File: src/logic/cpu_pkg.sv
// Shared word types, opcodes, ALU and state encodings, and structs for the RV32I core

`default_nettype none

package cpu_pkg;

  typedef logic [31:0] word_t;
  typedef logic [4:0]  reg_addr_t;

  // First fetch address after reset
  localparam word_t RESET_PC = 32'h0000_0000;

  // Major opcodes, instr[6:0]
  localparam logic [6:0] OPC_LUI    = 7'b0110111;
  localparam logic [6:0] OPC_AUIPC  = 7'b0010111;
  localparam logic [6:0] OPC_JAL    = 7'b1101111;
  localparam logic [6:0] OPC_JALR   = 7'b1100111;
  localparam logic [6:0] OPC_BRANCH = 7'b1100011;
  localparam logic [6:0] OPC_LOAD   = 7'b0000011;
  localparam logic [6:0] OPC_STORE  = 7'b0100011;
  localparam logic [6:0] OPC_OP_IMM = 7'b0010011;
  localparam logic [6:0] OPC_OP     = 7'b0110011;
  localparam logic [6:0] OPC_SYSTEM = 7'b1110011;

  typedef enum logic [3:0] {
    ALU_ADD,
    ALU_SUB,
    ALU_SLL,
    ALU_SLT,
    ALU_SLTU,
    ALU_XOR,
    ALU_SRL,
    ALU_SRA,
    ALU_OR,
    ALU_AND,
    ALU_PASS_B
  } alu_op_e;

  typedef enum logic [2:0] {
    FETCH,
    EXECUTE,
    MEMORY,
    WRITEBACK,
    HALTED
  } core_state_e;

  typedef struct packed {
    alu_op_e    alu_op;
    logic       a_pc;       // Operand a is the PC instead of rs1
    logic       b_imm;      // Operand b is the immediate instead of rs2
    logic       reg_write;
    logic       mem_read;
    logic       mem_write;
    logic       branch;
    logic [2:0] funct3;     // Compare kind for branches
    logic       jump;
    logic       jump_reg;
    logic       halt;
    word_t      imm;
  } ctrl_t;

  typedef struct packed {
    word_t addr;
    word_t wdata;
    logic  write;
  } mem_req_t;

endpackage

`default_nettype wire

File: src/logic/alu.sv
// Integer ALU with a separate branch comparator

`default_nettype none

module alu (
  input  cpu_pkg::alu_op_e op_i,
  input  cpu_pkg::word_t   a_i,
  input  cpu_pkg::word_t   b_i,
  input  logic [2:0]       cmp_i,
  output cpu_pkg::word_t   result_o,
  output logic             taken_o
);

  logic [4:0] shamt;

  assign shamt = b_i[4:0];

  always_comb begin
    case (op_i)
      cpu_pkg::ALU_ADD:    result_o = a_i + b_i;
      cpu_pkg::ALU_SUB:    result_o = a_i - b_i;
      cpu_pkg::ALU_SLL:    result_o = a_i << shamt;
      cpu_pkg::ALU_SLT:    result_o = {31'b0, $signed(a_i) < $signed(b_i)};
      cpu_pkg::ALU_SLTU:   result_o = {31'b0, a_i < b_i};
      cpu_pkg::ALU_XOR:    result_o = a_i ^ b_i;
      cpu_pkg::ALU_SRL:    result_o = a_i >> shamt;
      cpu_pkg::ALU_SRA:    result_o = cpu_pkg::word_t'($signed(a_i) >>> shamt);
      cpu_pkg::ALU_OR:     result_o = a_i | b_i;
      cpu_pkg::ALU_AND:    result_o = a_i & b_i;
      cpu_pkg::ALU_PASS_B: result_o = b_i;
      default:             result_o = a_i + b_i;
    endcase
  end

  // Branch condition from funct3, independent of op_i
  always_comb begin
    case (cmp_i)
      3'b000:  taken_o = (a_i == b_i);
      3'b001:  taken_o = (a_i != b_i);
      3'b100:  taken_o = $signed(a_i) < $signed(b_i);
      3'b101:  taken_o = $signed(a_i) >= $signed(b_i);
      3'b110:  taken_o = a_i < b_i;
      3'b111:  taken_o = a_i >= b_i;
      default: taken_o = 1'b0;
    endcase
  end

endmodule

`default_nettype wire

File: src/logic/control_unit.sv
// Instruction decoder producing the control word and sign-extended immediate

`default_nettype none

module control_unit (
  input  cpu_pkg::word_t     instr_i,
  output cpu_pkg::ctrl_t     ctrl_o,
  output cpu_pkg::reg_addr_t rs1_o,
  output cpu_pkg::reg_addr_t rs2_o,
  output cpu_pkg::reg_addr_t rd_o
);

  logic [6:0]     opcode;
  logic [2:0]     funct3;
  logic           alt;
  cpu_pkg::word_t imm_i;
  cpu_pkg::word_t imm_s;
  cpu_pkg::word_t imm_b;
  cpu_pkg::word_t imm_u;
  cpu_pkg::word_t imm_j;

  // Shared by OP and OP_IMM, sub_sra picks SUB or SRA
  function automatic cpu_pkg::alu_op_e alu_from_funct3(input logic [2:0] f3,
                                                       input logic       sub_sra);
    cpu_pkg::alu_op_e op;
    case (f3)
      3'b000:  op = sub_sra ? cpu_pkg::ALU_SUB : cpu_pkg::ALU_ADD;
      3'b001:  op = cpu_pkg::ALU_SLL;
      3'b010:  op = cpu_pkg::ALU_SLT;
      3'b011:  op = cpu_pkg::ALU_SLTU;
      3'b100:  op = cpu_pkg::ALU_XOR;
      3'b101:  op = sub_sra ? cpu_pkg::ALU_SRA : cpu_pkg::ALU_SRL;
      3'b110:  op = cpu_pkg::ALU_OR;
      default: op = cpu_pkg::ALU_AND;
    endcase
    return op;
  endfunction

  assign opcode = instr_i[6:0];
  assign funct3 = instr_i[14:12];
  assign alt    = instr_i[30];

  assign rs1_o = instr_i[19:15];
  assign rs2_o = instr_i[24:20];
  assign rd_o  = instr_i[11:7];

  // Immediate formats
  assign imm_i = {{20{instr_i[31]}}, instr_i[31:20]};
  assign imm_s = {{20{instr_i[31]}}, instr_i[31:25], instr_i[11:7]};
  assign imm_b = {{19{instr_i[31]}}, instr_i[31], instr_i[7], instr_i[30:25],
                  instr_i[11:8], 1'b0};
  assign imm_u = {instr_i[31:12], 12'b0};
  assign imm_j = {{11{instr_i[31]}}, instr_i[31], instr_i[19:12], instr_i[20],
                  instr_i[30:21], 1'b0};

  always_comb begin
    // Unknown opcodes fall through as no-ops
    ctrl_o        = '0;
    ctrl_o.alu_op = cpu_pkg::ALU_ADD;
    ctrl_o.funct3 = funct3;
    case (opcode)
      cpu_pkg::OPC_LUI: begin
        ctrl_o.alu_op    = cpu_pkg::ALU_PASS_B;
        ctrl_o.b_imm     = 1'b1;
        ctrl_o.reg_write = 1'b1;
        ctrl_o.imm       = imm_u;
      end
      cpu_pkg::OPC_AUIPC: begin
        ctrl_o.a_pc      = 1'b1;
        ctrl_o.b_imm     = 1'b1;
        ctrl_o.reg_write = 1'b1;
        ctrl_o.imm       = imm_u;
      end
      cpu_pkg::OPC_JAL: begin
        ctrl_o.jump      = 1'b1;
        ctrl_o.reg_write = 1'b1;
        ctrl_o.imm       = imm_j;
      end
      cpu_pkg::OPC_JALR: begin
        ctrl_o.jump_reg  = 1'b1;
        ctrl_o.b_imm     = 1'b1;
        ctrl_o.reg_write = 1'b1;
        ctrl_o.imm       = imm_i;
      end
      cpu_pkg::OPC_BRANCH: begin
        ctrl_o.branch = 1'b1;
        ctrl_o.imm    = imm_b;
      end
      cpu_pkg::OPC_LOAD: begin
        ctrl_o.b_imm     = 1'b1;
        ctrl_o.mem_read  = 1'b1;
        ctrl_o.reg_write = 1'b1;
        ctrl_o.imm       = imm_i;
      end
      cpu_pkg::OPC_STORE: begin
        ctrl_o.b_imm     = 1'b1;
        ctrl_o.mem_write = 1'b1;
        ctrl_o.imm       = imm_s;
      end
      cpu_pkg::OPC_OP_IMM: begin
        // Bit 30 only matters for SRAI here
        ctrl_o.alu_op    = alu_from_funct3(funct3, alt && (funct3 == 3'b101));
        ctrl_o.b_imm     = 1'b1;
        ctrl_o.reg_write = 1'b1;
        ctrl_o.imm       = imm_i;
      end
      cpu_pkg::OPC_OP: begin
        ctrl_o.alu_op    = alu_from_funct3(funct3, alt);
        ctrl_o.reg_write = 1'b1;
      end
      cpu_pkg::OPC_SYSTEM: begin
        // EBREAK has imm bit 0 set, ECALL does not
        ctrl_o.halt = (funct3 == 3'b000) && instr_i[20];
      end
      default: ;
    endcase
  end

endmodule

`default_nettype wire

File: src/logic/cpu_core.sv
// Multicycle RV32I core: fetch, execute, memory and writeback, one instruction at a time

`default_nettype none

module cpu_core (
  input  logic              clk,
  input  logic              rst_i,
  input  logic              req_ready_i,
  input  logic              rsp_valid_i,
  input  cpu_pkg::word_t    rsp_data_i,
  output logic              req_valid_o,
  output cpu_pkg::mem_req_t req_o,
  output logic              halt_o
);

  cpu_pkg::core_state_e state_q;
  cpu_pkg::word_t       pc_q;
  cpu_pkg::word_t       ir_q;
  cpu_pkg::word_t       alu_q;
  cpu_pkg::word_t       load_q;
  logic                 taken_q;
  logic                 req_valid_q;
  logic                 wait_q;
  logic                 rsp_done;

  cpu_pkg::ctrl_t       ctrl;
  cpu_pkg::reg_addr_t   rs1;
  cpu_pkg::reg_addr_t   rs2;
  cpu_pkg::reg_addr_t   rd;
  cpu_pkg::word_t       rd1;
  cpu_pkg::word_t       rd2;
  cpu_pkg::word_t       op_a;
  cpu_pkg::word_t       op_b;
  cpu_pkg::word_t       alu_res;
  logic                 taken;
  cpu_pkg::word_t       pc_plus4;
  cpu_pkg::word_t       next_pc;
  cpu_pkg::word_t       wd;
  logic                 we;

  control_unit u_ctrl (
    .instr_i (ir_q),
    .ctrl_o  (ctrl),
    .rs1_o   (rs1),
    .rs2_o   (rs2),
    .rd_o    (rd)
  );

  register_file u_rf (
    .clk   (clk),
    .rst_i (rst_i),
    .we_i  (we),
    .rs1_i (rs1),
    .rs2_i (rs2),
    .rd_i  (rd),
    .wd_i  (wd),
    .rd1_o (rd1),
    .rd2_o (rd2)
  );

  assign op_a = ctrl.a_pc ? pc_q : rd1;
  assign op_b = ctrl.b_imm ? ctrl.imm : rd2;

  alu u_alu (
    .op_i     (ctrl.alu_op),
    .a_i      (op_a),
    .b_i      (op_b),
    .cmp_i    (ctrl.funct3),
    .result_o (alu_res),
    .taken_o  (taken)
  );

  assign pc_plus4 = pc_q + 32'd4;

  always_comb begin
    if (ctrl.jump_reg) begin
      next_pc = {alu_q[31:1], 1'b0};
    end else if (ctrl.jump || (ctrl.branch && taken_q)) begin
      next_pc = pc_q + ctrl.imm;
    end else begin
      next_pc = pc_plus4;
    end
  end

  // Link address for jumps, else load data or ALU result
  assign wd = (ctrl.jump || ctrl.jump_reg) ? pc_plus4 : (ctrl.mem_read ? load_q : alu_q);
  assign we = (state_q == cpu_pkg::WRITEBACK) && ctrl.reg_write;

  // Instruction fetch in FETCH, data access in MEMORY
  always_comb begin
    if (state_q == cpu_pkg::MEMORY) begin
      req_o.addr  = alu_q;
      req_o.wdata = rd2;
      req_o.write = ctrl.mem_write;
    end else begin
      req_o.addr  = pc_q;
      req_o.wdata = '0;
      req_o.write = 1'b0;
    end
  end

  assign req_valid_o = req_valid_q;
  assign rsp_done    = wait_q && rsp_valid_i;
  assign halt_o      = (state_q == cpu_pkg::HALTED);

  always_ff @(posedge clk) begin
    if (rst_i) begin
      state_q     <= cpu_pkg::FETCH;
      pc_q        <= cpu_pkg::RESET_PC;
      req_valid_q <= 1'b0;
      wait_q      <= 1'b0;
    end else begin
      case (state_q)
        cpu_pkg::FETCH, cpu_pkg::MEMORY: begin
          // Raise valid, hold until taken, then wait for the response
          if (req_valid_q) begin
            if (req_ready_i) begin
              req_valid_q <= 1'b0;
              wait_q      <= 1'b1;
            end
          end else if (wait_q) begin
            if (rsp_valid_i) begin
              wait_q  <= 1'b0;
              state_q <= (state_q == cpu_pkg::FETCH) ? cpu_pkg::EXECUTE : cpu_pkg::WRITEBACK;
            end
          end else begin
            req_valid_q <= 1'b1;
          end
        end
        cpu_pkg::EXECUTE: begin
          if (ctrl.halt) begin
            state_q <= cpu_pkg::HALTED;
          end else if (ctrl.mem_read || ctrl.mem_write) begin
            state_q <= cpu_pkg::MEMORY;
          end else begin
            state_q <= cpu_pkg::WRITEBACK;
          end
        end
        cpu_pkg::WRITEBACK: begin
          pc_q    <= next_pc;
          state_q <= cpu_pkg::FETCH;
        end
        default: ;
      endcase
    end
  end

  // Datapath registers
  always_ff @(posedge clk) begin
    if (rsp_done && (state_q == cpu_pkg::FETCH)) begin
      ir_q <= rsp_data_i;
    end
    if (rsp_done && (state_q == cpu_pkg::MEMORY)) begin
      load_q <= rsp_data_i;
    end
    if (state_q == cpu_pkg::EXECUTE) begin
      alu_q   <= alu_res;
      taken_q <= taken;
    end
  end

endmodule

`default_nettype wire

File: src/logic/cpu_top.sv
// Processor top level, core plus request unit on one memory bus

`default_nettype none

module cpu_top (
  input  logic           clk,
  input  logic           rst_i,
  input  logic           bus_busy_i,
  input  cpu_pkg::word_t bus_dat_i,
  output cpu_pkg::word_t bus_adr_o,
  output cpu_pkg::word_t bus_dat_o,
  output logic           bus_read_o,
  output logic           bus_write_o,
  output logic           halt_o
);

  cpu_pkg::mem_req_t core_req;
  logic              req_valid;
  logic              req_ready;
  logic              rsp_valid;
  cpu_pkg::word_t    rsp_data;

  cpu_core u_core (
    .clk         (clk),
    .rst_i       (rst_i),
    .req_ready_i (req_ready),
    .rsp_valid_i (rsp_valid),
    .rsp_data_i  (rsp_data),
    .req_valid_o (req_valid),
    .req_o       (core_req),
    .halt_o      (halt_o)
  );

  request_unit u_req (
    .clk         (clk),
    .rst_i       (rst_i),
    .req_valid_i (req_valid),
    .req_i       (core_req),
    .bus_busy_i  (bus_busy_i),
    .bus_dat_i   (bus_dat_i),
    .req_ready_o (req_ready),
    .rsp_valid_o (rsp_valid),
    .rsp_data_o  (rsp_data),
    .bus_adr_o   (bus_adr_o),
    .bus_dat_o   (bus_dat_o),
    .bus_read_o  (bus_read_o),
    .bus_write_o (bus_write_o)
  );

endmodule

`default_nettype wire

File: src/logic/register_file.sv
// 32 x 32 integer register file, two async reads and one sync write

`default_nettype none

module register_file (
  input  logic               clk,
  input  logic               rst_i,
  input  logic               we_i,
  input  cpu_pkg::reg_addr_t rs1_i,
  input  cpu_pkg::reg_addr_t rs2_i,
  input  cpu_pkg::reg_addr_t rd_i,
  input  cpu_pkg::word_t     wd_i,
  output cpu_pkg::word_t     rd1_o,
  output cpu_pkg::word_t     rd2_o
);

  cpu_pkg::word_t regs [32];

  always_ff @(posedge clk) begin
    if (rst_i) begin
      for (int i = 0; i < 32; i++) begin
        regs[i] <= '0;
      end
    end else if (we_i && (rd_i != 5'd0)) begin
      // x0 never written, so it reads back zero
      regs[rd_i] <= wd_i;
    end
  end

  assign rd1_o = regs[rs1_i];
  assign rd2_o = regs[rs2_i];

endmodule

`default_nettype wire

File: src/logic/request_unit.sv
// Bridges core valid/ready requests onto the strobe and busy memory bus

`default_nettype none

module request_unit (
  input  logic              clk,
  input  logic              rst_i,
  input  logic              req_valid_i,
  input  cpu_pkg::mem_req_t req_i,
  input  logic              bus_busy_i,
  input  cpu_pkg::word_t    bus_dat_i,
  output logic              req_ready_o,
  output logic              rsp_valid_o,
  output cpu_pkg::word_t    rsp_data_o,
  output cpu_pkg::word_t    bus_adr_o,
  output cpu_pkg::word_t    bus_dat_o,
  output logic              bus_read_o,
  output logic              bus_write_o
);

  typedef enum logic [1:0] {
    RU_IDLE,
    RU_STROBE,
    RU_WAIT,
    RU_RESPOND
  } ru_state_e;

  ru_state_e         state_q;
  logic              busy_seen_q;
  cpu_pkg::mem_req_t req_q;
  cpu_pkg::word_t    rdata_q;

  assign req_ready_o = (state_q == RU_IDLE);
  assign rsp_valid_o = (state_q == RU_RESPOND);
  assign rsp_data_o  = rdata_q;

  // Address and data held in req_q for the whole transaction
  assign bus_adr_o   = req_q.addr;
  assign bus_dat_o   = req_q.wdata;
  assign bus_read_o  = (state_q == RU_STROBE) && !req_q.write;
  assign bus_write_o = (state_q == RU_STROBE) && req_q.write;

  always_ff @(posedge clk) begin
    if (rst_i) begin
      state_q     <= RU_IDLE;
      busy_seen_q <= 1'b0;
    end else begin
      case (state_q)
        RU_IDLE: begin
          if (req_valid_i) begin
            state_q <= RU_STROBE;
          end
        end
        RU_STROBE: begin
          busy_seen_q <= 1'b0;
          state_q     <= RU_WAIT;
        end
        RU_WAIT: begin
          // Done on the first low busy after it has been high
          if (bus_busy_i) begin
            busy_seen_q <= 1'b1;
          end else if (busy_seen_q) begin
            state_q <= RU_RESPOND;
          end
        end
        default: begin
          state_q <= RU_IDLE;
        end
      endcase
    end
  end

  always_ff @(posedge clk) begin
    if (req_ready_o && req_valid_i) begin
      req_q <= req_i;
    end
    if ((state_q == RU_WAIT) && busy_seen_q && !bus_busy_i) begin
      rdata_q <= bus_dat_i;
    end
  end

endmodule

`default_nettype wire

File: config.mk
export PLATFORM = sky130hd
export DESIGN_NAME = cpu_top
export DESIGN_NICKNAME = d
export VERILOG_FILES = /design/src/logic/cpu_pkg.sv /design/src/logic/alu.sv /design/src/logic/control_unit.sv /design/src/logic/cpu_core.sv /design/src/logic/cpu_top.sv /design/src/logic/register_file.sv /design/src/logic/request_unit.sv
export SDC_FILE = /design/constraint.sdc
export NUM_CORES = 2
export LEC_CHECK = 0
export BUFFER_PORTS_ARGS = -buffer_cell sky130_fd_sc_hd__buf_2
export CAP_MARGIN = 10
export CORE_UTILIZATION = 40
export CTS_BUF_LIST = sky130_fd_sc_hd__clkbuf_8 sky130_fd_sc_hd__clkbuf_16
export DETAILED_ROUTE_END_ITERATION = 6
export PLACE_DENSITY = 0.63
export SYNTH_ARGS = -nofsm -noshare
export SYNTH_HDL_FRONTEND = slang
export SYNTH_SLANG_ARGS = --single-unit
File: constraint.sdc
create_clock -name clk -period 12.34 [get_ports clk]
set_clock_uncertainty 0.05 [all_clocks]
set_input_delay 2.468 -clock clk [delete_from_list [all_inputs] [get_ports clk]]
set_output_delay 2.468 -clock clk [all_outputs]
set_load 0.005 [all_outputs]
==> results.cfg <==
[outcome]
status = finished, violations left
violations = DRC

[yosys]
syn_area_um2 = 74200
syn-mean-instance-area_um2 = 11.7
synth_edf_count = 1218
async_flop_share = 0
yosysSeqAreaShare = 0.507
ys_ff_latch = 1268
synth.distinct_cells = 102
synth.most_common_cell = nor2_1
netlist_instances = 6362
synth_top_area_frac = 0.493
yosysWarnings = 0
synth_area_leaders = edfxtp_1 (49%), mux4_2 (10%), mux2i_1 (8.6%), nor2_1 (6.7%), ha_1 (2.2%)
yosysTopAreaCell = edfxtp_1
synth_ff_type = edfxtp_1
synthTopCellsByCount = nor2_1 (1322), edfxtp_1 (1218), mux2i_1 (638), clkbuf_1 (347), mux4_2 (336)

[layout]
syn_to_final_growth_pct = 9.45
final_util = 0.442
fin_cells = 8766
final_layout_size_suffix_gt1_frac = 0.166
fin_nets = 6357

[power]
power.share.sequential = 0.470
power.density_nw_per_um2 = 132
p_int_uw = 7770
switching_share = 0.273
power.total_uw = 10700
peakVddDrop_mv = 0.120
clkPwrFrac = 0.401
switchingPower_uw = 2920
power_leakage_uw = 0.0306
combPwrFrac = 0.129

[timing]
clock.fmax_ghz = 0.120
rsz0062_at_grt = no
finalMaxSlewViolations = 0
worst_slew_pin_slew_ns = 1.28
fin_crit_ns = 8.36
hold_viol_final = 0
totalNegativeSetupSlack_ns = 0
period_share = 0.678
setup_violations = 0
relSlewSlack = 0.140

[clock_tree]
cts-root-buf = clkbuf_16
clk_pin_slew_ns = 0.07
cts_buffers = 142
clock_path_buffers = 3
postCtsSetupBuffers = 0
cts_resized = 0
cts_max_level = 4
cts_hold_buf = 0
cts.sinks = 1268
cts_tree = built
insertion_delay_ns = 0.85

[setup_path]
cp.depth = 15
crit_fanout = 36
crit_type = flip-flop to flip-flop
r2r_cells = 15
cp.buffers_inverters = 2
cp-start-kind = flip-flop
endpoint = u_core.alu_q[20]
r2r_slack_ns = 3.98
crit_required_ns = 12.86
slowest_delay_ns = 0.89
cp.arrival_ns = 8.88
critPathTopFamily = compound AO/OA/AOI/OAI gates
slowest_stage = mux2i_1
r2r_end = u_core.alu_q[20]
critPathCaptureType = flip-flop
path_cells = buf_4 > mux4_2 > mux4_2 > mux2i_1 > o21a_2 > inv_2 > ha_1 > nor3_1 > o221ai_1 > a31oi_1 > nor3_1 > or3_1 > a221oi_1 > xnor2_1 > a221o_1

[drt]
drtIter0Drc = 8805
post_drt_via_cell_ratio = 6.57
first_pass_iters = 7
wl_per_cell_um = 34.4
routed_wl_mm = 301
ant_nets = 0
drc = 6
vias = 57600

[global_route]
grt_overflow = 0
grt_max_degree = 127
grt_pass1_vias = 54900
grt_usage = 0.316
antenna_found_initial = 21
grt_pass1_wl_mm = 418

[floorplan]
initial_core_util = 0.404
io_pins = 102
rows = 157
die_w_um = 433
core_um2 = 184000
fp.dieArea_um2 = 187000
die_h_um = 433

[placement]
gp_congestion = 1.06
port_buffers = 101
dp_hpwl_mm = 195
post-place-cells = 8505

[worst_hold_path]
hold_path.class = flip-flop to flip-flop
hp-start = u_req.rsp_data_o[10]

[job]
drv_cap = 0
registers in the layout, summed over array words and instances, names as in the netlist, 2 cells and up, named ones only:
signal / flops
u_core.u_rf.regs: 1024
u_core.load_q: 32
u_core.ir_q: 32
u_req.bus_dat_o: 32
u_req.rsp_data_o: 32
u_req.bus_adr_o: 32
u_core.pc_q: 32
u_core.alu_q: 32
u_req.state_q: 2
u_core.state_q: 3
placed cells by master (no fill, tap or decap), drive strengths merged, types with 66 or more instances in the layout:
| cell type | count |
|---|---|
| edfxtp | 1218 |
| nor2 | 1325 |
| ha | 133 |
| o21ai | 120 |
| inv | 150 |
| mux4 | 336 |
| nand3 | 117 |
| clkbuf | 147 |
| a22oi | 216 |
| nand2 | 309 |
| buf | 266 |
| mux2i | 640 |
| a21oi | 279 |
| nor3 | 66 |
power by group through the flow:
stage          Clock [µW]  Sequential (µW)  Combinational (µW)
2_1_floorplan           0             5060                 914
3_3_place_gp            0             5090                1330
3_5_place_dp            0             5100                1330
4_1_cts              4310             5010                1340
5_1_grt              4460             5030                1440
6_report             4290             5020                1380
worst min path at each step:
stage	cells past startpoint	to	slack (ns)
floorplan	0	u_core.ir_q[0]	0.37
global placement	2	u_req.busy_seen_q	0.41
detailed placement	0	u_core.ir_q[10]	0.38
CTS	0	u_core.ir_q[10]	0.42
global route	0	u_core.ir_q[11]	0.44
finish	0	u_core.ir_q[10]	0.41
worst reg2reg max path, delay by kind of cell (launching register included):
kind / cells / cell delay (ns)
AO/OA/AOI/OAI: 5 / 2.47
multiplexers: 3 / 2.03
adder cells (fa/ha/maj): 1 / 0.41
buffers and inverters: 2 / 1.18
AND/OR/NAND/NOR: 3 / 1.18
XOR/XNOR: 1 / 0.12
flip-flops: 1 / 0.65
stage by stage:
| stage | worst slack, ns | hold WS, ns | area (µm²) |
|---|---|---|---|
| global route | 3.77 | 0.439 | 81100 |
| finish | 3.98 | 0.414 | 81200 |
| global placement | 4.22 | 0.407 | 76500 |
| detailed placement | 4.35 | 0.381 | 76500 |
| floorplan | 6.20 | 0.371 | 74300 |
| CTS | 4.31 | 0.417 | 81100 |
area by class of cell:
type | instances | area, µm²
fillers | 16800 | 103000
flip-flops and latches | 1268 | 37600
multi-input cells | 4393 | 33600
clock buffers | 146 | 3630
well taps | 2464 | 3080
repair buffers | 267 | 1850
clock inverters | 109 | 971
inverters | 114 | 433
diodes | 5 | 12.5
layer usage:
layer | share of wire | track usage
met3 | 0.13 | 0.0865
met5 | 0.00040 | 0
met1 | 0.37 | 0.412
met2 | 0.44 | 0.478
met4 | 0.059 | 0.167
kinds of logic after synthesis:
| family | count (synthesis) | synth area share |
|---|---|---|
| buffers and inverters | 732 | 0.0482 |
| xor gates and xnor gates | 74 | 0.00874 |
| AOI/OAI and AO/OA | 1072 | 0.0996 |
| adders and majority gates | 136 | 0.0233 |
| and+or+nand+nor | 2040 | 0.115 |
| other | 1 | 0.0000506 |
| muxes | 1039 | 0.198 |
| DFF | 1268 | 0.507 |
No activity file was read; power rests on OpenSTA's default activity.
